===== src/logic/fletcherPkg.sv =====
package fletcherPkg;

    localparam int WordWidth = 16;
    localparam int SumWidth = 32;
    localparam int AddrWidth = 2;
    localparam int RegWidth = 32;
    localparam int CountWidth = 16;

    typedef logic [WordWidth-1:0] dataWord_t;   // One input word or one half-sum
    typedef logic [SumWidth-1:0] checksum_t;    // High half b, low half a
    typedef logic [AddrWidth-1:0] regAddr_t;
    typedef logic [RegWidth-1:0] regData_t;
    typedef logic [CountWidth-1:0] count_t;

    // 65535 on the 17-bit adder path
    localparam logic [WordWidth:0] Modulus = {1'b0, {WordWidth{1'b1}}};

    // Saturation point of the frame counters
    localparam count_t CountMax = '1;

    localparam regAddr_t AddrControl = 2'd0;    // Bit 0 is enable
    localparam regAddr_t AddrExpected = 2'd1;   // Expected checksum
    localparam regAddr_t AddrCounts = 2'd2;     // {bad, good}, write clears
    localparam regAddr_t AddrLastSum = 2'd3;    // Last computed checksum

    typedef enum logic [1:0] {
        Idle,
        Collect,
        Settle,
        Compare
    } checkState_t;

endpackage


===== src/logic/checksumRegs.sv =====
module checksumRegs (
    input  logic                    clk,
    input  logic                    rst,
    input  logic                    regWrite,
    input  logic                    regRead,
    input  fletcherPkg::regAddr_t   regAddr,
    input  fletcherPkg::regData_t   regWrData,
    output fletcherPkg::regData_t   regRdData,
    output logic                    enable,
    output fletcherPkg::checksum_t  expected,
    input  logic                    resultStrobe,
    input  logic                    resultMatch,
    input  fletcherPkg::checksum_t  resultSum
);

    fletcherPkg::count_t goodCount;
    fletcherPkg::count_t badCount;
    fletcherPkg::checksum_t lastSum;
    fletcherPkg::regData_t readMux;
    logic writeControl;
    logic writeExpected;
    logic clearCounts;

    assign writeControl = regWrite && (regAddr == fletcherPkg::AddrControl);
    assign writeExpected = regWrite && (regAddr == fletcherPkg::AddrExpected);
    assign clearCounts = regWrite && (regAddr == fletcherPkg::AddrCounts);

    always_ff @(posedge clk) begin
        if (rst) begin
            enable <= 1'b0;
            expected <= '0;
        end else begin
            if (writeControl) begin
                enable <= regWrData[0];
            end
            if (writeExpected) begin
                expected <= regWrData;
            end
        end
    end

    // A clear in the same cycle as a result wins
    always_ff @(posedge clk) begin
        if (rst) begin
            goodCount <= '0;
            badCount <= '0;
        end else if (clearCounts) begin
            goodCount <= '0;
            badCount <= '0;
        end else if (resultStrobe) begin
            if (resultMatch) begin
                if (goodCount != fletcherPkg::CountMax) begin
                    goodCount <= goodCount + 1'b1;
                end
            end else begin
                if (badCount != fletcherPkg::CountMax) begin
                    badCount <= badCount + 1'b1;
                end
            end
        end
    end

    always_ff @(posedge clk) begin
        if (rst) begin
            lastSum <= '0;
        end else if (resultStrobe) begin
            lastSum <= resultSum;
        end
    end

    always_comb begin
        case (regAddr)
            fletcherPkg::AddrControl: begin
                readMux = {{(fletcherPkg::RegWidth-1){1'b0}}, enable};
            end
            fletcherPkg::AddrExpected: begin
                readMux = expected;
            end
            fletcherPkg::AddrCounts: begin
                readMux = {badCount, goodCount};    // Bad count in the upper half
            end
            default: begin
                readMux = lastSum;
            end
        endcase
    end

    // Read data holds until the next read
    always_ff @(posedge clk) begin
        if (rst) begin
            regRdData <= '0;
        end else if (regRead) begin
            regRdData <= readMux;
        end
    end

endmodule


===== src/logic/fletcherSum.sv =====
module fletcherSum (
    input  logic                    clk,
    input  logic                    rst,
    input  logic                    sumEn,
    input  logic                    sumClear,
    input  fletcherPkg::dataWord_t  sumData,
    output fletcherPkg::checksum_t  sumOut
);

    fletcherPkg::dataWord_t sumA;
    fletcherPkg::dataWord_t sumB;
    logic sumEnDly;                 // High half trails the low half by one edge

    logic [fletcherPkg::WordWidth:0] addA;
    logic [fletcherPkg::WordWidth:0] subA;
    logic [fletcherPkg::WordWidth:0] addB;
    logic [fletcherPkg::WordWidth:0] subB;
    fletcherPkg::dataWord_t nextA;
    fletcherPkg::dataWord_t nextB;

    // A borrow out of the subtraction means the raw sum is already below 65535
    assign addA = {1'b0, sumA} + {1'b0, sumData};
    assign subA = addA - fletcherPkg::Modulus;
    assign nextA = subA[fletcherPkg::WordWidth] ? addA[fletcherPkg::WordWidth-1:0]
                                                : subA[fletcherPkg::WordWidth-1:0];

    assign addB = {1'b0, sumB} + {1'b0, sumA};  // Uses the already updated a
    assign subB = addB - fletcherPkg::Modulus;
    assign nextB = subB[fletcherPkg::WordWidth] ? addB[fletcherPkg::WordWidth-1:0]
                                                : subB[fletcherPkg::WordWidth-1:0];

    always_ff @(posedge clk) begin
        if (rst || sumClear) begin
            sumA <= '0;
            sumB <= '0;
            sumEnDly <= 1'b0;
        end else begin
            sumEnDly <= sumEn;
            if (sumEn) begin
                sumA <= nextA;
            end
            if (sumEnDly) begin
                sumB <= nextB;
            end
        end
    end

    assign sumOut = {sumB, sumA};

endmodule


===== src/logic/frameChecker.sv =====
module frameChecker (
    input  logic                    clk,
    input  logic                    rst,
    input  logic                    enable,
    input  logic                    frameValid,
    input  logic                    frameLast,
    input  fletcherPkg::dataWord_t  frameData,
    input  fletcherPkg::checksum_t  expected,
    input  fletcherPkg::checksum_t  sumOut,
    output logic                    sumEn,
    output logic                    sumClear,
    output fletcherPkg::dataWord_t  sumData,
    output logic                    frameDone,
    output logic                    frameMatch,
    output logic                    resultStrobe,
    output logic                    resultMatch,
    output fletcherPkg::checksum_t  resultSum
);

    fletcherPkg::checkState_t state;
    fletcherPkg::checkState_t nextState;
    logic acceptWord;
    logic inCompare;
    logic sumsEqual;

    // Enable only matters for the first word of a frame
    always_comb begin
        acceptWord = 1'b0;
        nextState = state;
        case (state)
            fletcherPkg::Idle: begin
                if (frameValid && enable) begin
                    acceptWord = 1'b1;
                    if (frameLast) begin
                        nextState = fletcherPkg::Settle;    // One-word frame
                    end else begin
                        nextState = fletcherPkg::Collect;
                    end
                end
            end
            fletcherPkg::Collect: begin
                if (frameValid) begin
                    acceptWord = 1'b1;
                    if (frameLast) begin
                        nextState = fletcherPkg::Settle;
                    end
                end
            end
            fletcherPkg::Settle: begin
                nextState = fletcherPkg::Compare;   // High half lands here
            end
            fletcherPkg::Compare: begin
                nextState = fletcherPkg::Idle;
            end
            default: begin
                nextState = fletcherPkg::Idle;
            end
        endcase
    end

    always_ff @(posedge clk) begin
        if (rst) begin
            state <= fletcherPkg::Idle;
        end else begin
            state <= nextState;
        end
    end

    // Words in Settle or Compare never reach the sums
    assign sumEn = acceptWord;
    assign sumData = frameData;

    assign inCompare = (state == fletcherPkg::Compare);
    assign sumsEqual = (sumOut == expected);

    assign frameDone = inCompare;
    assign frameMatch = inCompare && sumsEqual;

    // Register side sees the same pulse as the outside world
    assign resultStrobe = inCompare;
    assign resultMatch = sumsEqual;
    assign resultSum = sumOut;

    assign sumClear = inCompare;    // Ready for the next frame in Idle

endmodule


===== src/logic/frameChecksumUnit.sv =====
module frameChecksumUnit (
    input  logic                    clk,
    input  logic                    rst,
    input  logic                    frameValid,
    input  logic                    frameLast,
    input  fletcherPkg::dataWord_t  frameData,
    input  logic                    regWrite,
    input  logic                    regRead,
    input  fletcherPkg::regAddr_t   regAddr,
    input  fletcherPkg::regData_t   regWrData,
    output fletcherPkg::regData_t   regRdData,
    output logic                    frameDone,
    output logic                    frameMatch
);

    logic enable;
    fletcherPkg::checksum_t expected;

    logic resultStrobe;
    logic resultMatch;
    fletcherPkg::checksum_t resultSum;

    logic sumEn;
    logic sumClear;
    fletcherPkg::dataWord_t sumData;
    fletcherPkg::checksum_t sumOut;

    checksumRegs checksumRegs_inst (
        .clk          (clk),
        .rst          (rst),
        .regWrite     (regWrite),
        .regRead      (regRead),
        .regAddr      (regAddr),
        .regWrData    (regWrData),
        .regRdData    (regRdData),
        .enable       (enable),
        .expected     (expected),
        .resultStrobe (resultStrobe),
        .resultMatch  (resultMatch),
        .resultSum    (resultSum)
    );

    frameChecker frameChecker_inst (
        .clk          (clk),
        .rst          (rst),
        .enable       (enable),
        .frameValid   (frameValid),
        .frameLast    (frameLast),
        .frameData    (frameData),
        .expected     (expected),
        .sumOut       (sumOut),
        .sumEn        (sumEn),
        .sumClear     (sumClear),
        .sumData      (sumData),
        .frameDone    (frameDone),
        .frameMatch   (frameMatch),
        .resultStrobe (resultStrobe),
        .resultMatch  (resultMatch),
        .resultSum    (resultSum)
    );

    fletcherSum fletcherSum_inst (
        .clk      (clk),
        .rst      (rst),
        .sumEn    (sumEn),
        .sumClear (sumClear),
        .sumData  (sumData),
        .sumOut   (sumOut)
    );

endmodule


===== config.mk =====
export PLATFORM = sky130hd
export DESIGN_NAME = frameChecksumUnit
export DESIGN_NICKNAME = d
export VERILOG_FILES = /design/src/logic/fletcherPkg.sv /design/src/logic/checksumRegs.sv /design/src/logic/fletcherSum.sv /design/src/logic/frameChecker.sv /design/src/logic/frameChecksumUnit.sv
export SDC_FILE = /design/constraint.sdc
export NUM_CORES = 1
export LEC_CHECK = 0
export BUFFER_PORTS_ARGS = -buffer_cell sky130_fd_sc_hd__buf_4
export CAP_MARGIN = 30
export CORE_MARGIN = 2
export CORE_UTILIZATION = 60
export DETAILED_ROUTE_END_ITERATION = 8
export PLACE_DENSITY = 0.8
export SLEW_MARGIN = 40
export SYNTH_ARGS = -nofsm -noshare
export SYNTH_HDL_FRONTEND = slang
export SYNTH_SLANG_ARGS = --single-unit
export TNS_END_PERCENT = 20

===== constraint.sdc =====
create_clock -name clk -period 5.5 [get_ports clk]
set_input_delay 0.275 -clock clk [delete_from_list [all_inputs] [get_ports clk]]
set_output_delay 0.275 -clock clk [all_outputs]
set_load 0.02 [all_outputs]

==> metrics.yaml <==
yosysWarnings: 0
synth_nets: 1296
postRouteAntennaNets: 0
grt_max_degree: 68
nets: 1336
synth_ff_type: "dfxtp_1"
vias_per_cell: 6.26
postCtsHoldBufs: 0
grt_first_pass_wirelength_um: 42600
power_uw: 3570
startpoint_type: "flop"
synth.distinct_cells: 82
place.gp.congestion: 0.891
seq_area_frac_synth_pct: 33.0
cap_viol_max_count: 0
syn-instance-count: 1198
grt_usage_pct: 30.1
wl_per_cell_um: 18.1
post-dp-hpwl_um: 18700
crit_path_end_kind: "flop"
drc: 0
period_needed_ns: 4.16
clk_pin_slew_ns: 0.06
p_leak_uw: 0.00422
placedInstanceArea_mm2: 0.0106
ys_seq_elements: 164
avgSynthCellArea_um2: 8.30
cts_setup_buffers: 0
post-place-ws_ns: 1.43
fin_tns_setup_ns: 0
clockBufferDepth: 2
start_util_pct: 60.6
synth_area_mm2: 0.00994
grt_overflow: 0
pin_count: 90
port_buffers: 89
clkSinkCount: 164
criticalPathCategory: "reg2reg"
die_h_um: 133
cts-buffers-inserted: 17
peakVddDrop_mv: 0.262
setup_viol: 0
async_flop_share_pct: 0
tightest_slew_ns: 0.814
dr.pass1.iters: 5
outcome: "completed"
multiInputGateArea_mm2: 0.00630
slew_violations: 0
num_vias: 9199
antenna_found_initial: 0
grt_setup_unrepaired: "no"
drive_gt1_share_pct: 15.1
dieArea_mm2: 0.0176
cp.arrival_ns: 4.52
finalHoldViolCount: 0
setup_ws_ns: 1.34
core_mm2: 0.0164
crit_required_ns: 5.86
grt_pass1_vias: 8286
fin_crit_sh_pct: 75.6
routed_wl_um: 26700
clock_latency_ns: 0.44
drtIter0Drc: 921
fill_cells: 1351
slew_headroom_pct: 44.9
area_growth_pct: 13.4
hold_path_class: "in2reg"
final_cell_mix: "dfxtp_1 (164), nor2_1 (129), nand2_1 (123)"
synth_edf_count: 0
cts_tree: "done"
fmax_ghz: 0.241
fp-row-count: 47
die_w_um: 133
fin_area_mm2: 0.0113
ff_latch_area_mm2: 0.00328
critPathMaxFanout: 19
finClkSkew_ns: 0.0115
final_common_cell: "dfxtp_1"
cts_resized: 0
n_antenna_cell: 0
h-tree-depth: 4
cts_root_buffer: "clkbuf_16"
power_density_mw_per_mm2: 317
-- where the power goes --
group / internal (uW) / switching [uW]
Combinational: 384 / 581
Clock: 732 / 520
Sequential: 1250 / 104
-- metal layers --
metal  share of wire [%]  up-vias  track usage, %
met4                 3.2        0            11.5
met5                   0        -               0
li1                    -     4496               -
met2                  46      346            47.6
met1                  45     4306            41.2
met3                 6.6       51            4.98
-- state kept, by name, summed over array words and instances (netlist names) --
register and cells:
checksumRegs_inst.lastSum 32, fletcherSum_inst.sumB 16, frameChecker_inst.state 2, checksumRegs_inst.enable 1, checksumRegs_inst.goodCount 16, checksumRegs_inst.expected 32
checksumRegs_inst.regRdData 32, checksumRegs_inst.badCount 16, fletcherSum_inst.sumEnDly 1, fletcherSum_inst.sumA 16
-- critical path: stages, from the launching register on --
cell,delay [ns]
dfxtp_1,0.42
ha_1,0.25
inv_1,0.07
fa_1,0.42
and2b_1,0.28
o21ai_0,0.11
and3_1,0.23
nor4_2,0.45
and4_1,0.38
nand4bb_2,0.24
o21a_1,0.47
or4_1,0.59
a31oi_1,0.16
-- final cells by class --
| cell class | count | share of cell area, % |
|---|---|---|
| Timing Repair Buffer | 95 | 6.33 |
| Clock buffer | 18 | 3.90 |
| Tap cell | 220 | 2.44 |
| Clock inverter | 13 | 1.54 |
| Inverter | 23 | 0.766 |
| Sequential cell | 164 | 29.1 |
| Multi-Input combinational cell | 937 | 55.9 |
-- logic make-up after synthesis --
family,count (synthesis),synth area share [%]
compound gates,302,20.5
xor+xnor,78,7.01
fa+ha+maj,42,5.44
buf+inv,97,3.90
flops,164,33.0
mux,76,8.17
simple gates,439,22.0
-- synth_stat cells, drive strengths merged (19+ instances only) --
master / count / area [um^2]
or3: 23 / 144
a211oi: 44 / 335
xor2: 24 / 210
ha: 40 / 500
nand4: 24 / 165
dfxtp: 164 / 3280
a21oi: 67 / 339
nor2: 130 / 488
nand3: 26 / 130
a22oi: 32 / 240
mux2i: 44 / 440
clkbuf: 61 / 229
nor3: 31 / 165
nand2: 123 / 462
xnor2: 53 / 464
inv: 23 / 86.3
o21ai: 57 / 285
a31oi: 19 / 119
mux2: 31 / 349
-- final timing paths --
| path | from | end | slack, ns | depth (start not counted) |
|---|---|---|---|---|
| hold reg to reg | checksumRegs_inst.expected[24]$_SDFFE_PP0P_ | checksumRegs_inst.expected[24]$_SDFFE_PP0P_ | 0.49 | 2 |
| setup / recovery | fletcherSum_inst.sumA[0]$_SDFFE_PP0P_ | fletcherSum_inst.sumA[5]$_SDFFE_PP0P_ | 1.34 | 12 |
| hold / removal | regWrData[25] | checksumRegs_inst.expected[25]$_SDFFE_PP0P_ | 0.09 | 3 |
| setup reg to reg | fletcherSum_inst.sumA[0]$_SDFFE_PP0P_ | fletcherSum_inst.sumA[5]$_SDFFE_PP0P_ | 1.34 | 12 |
-- stage by stage --
step / util [%] / hold slack [ns] / cells
floorplan: - / 0.411 / 1198
global placement: 64.8 / 0.468 / 1439
detailed placement: 64.9 / 0.475 / 1439
CTS: 68.6 / 0.0826 / 1470
global route: 68.7 / 0.0850 / 1470
finish: 68.7 / 0.0880 / 1470
Note: power is estimated with default switching activity, not from simulation.
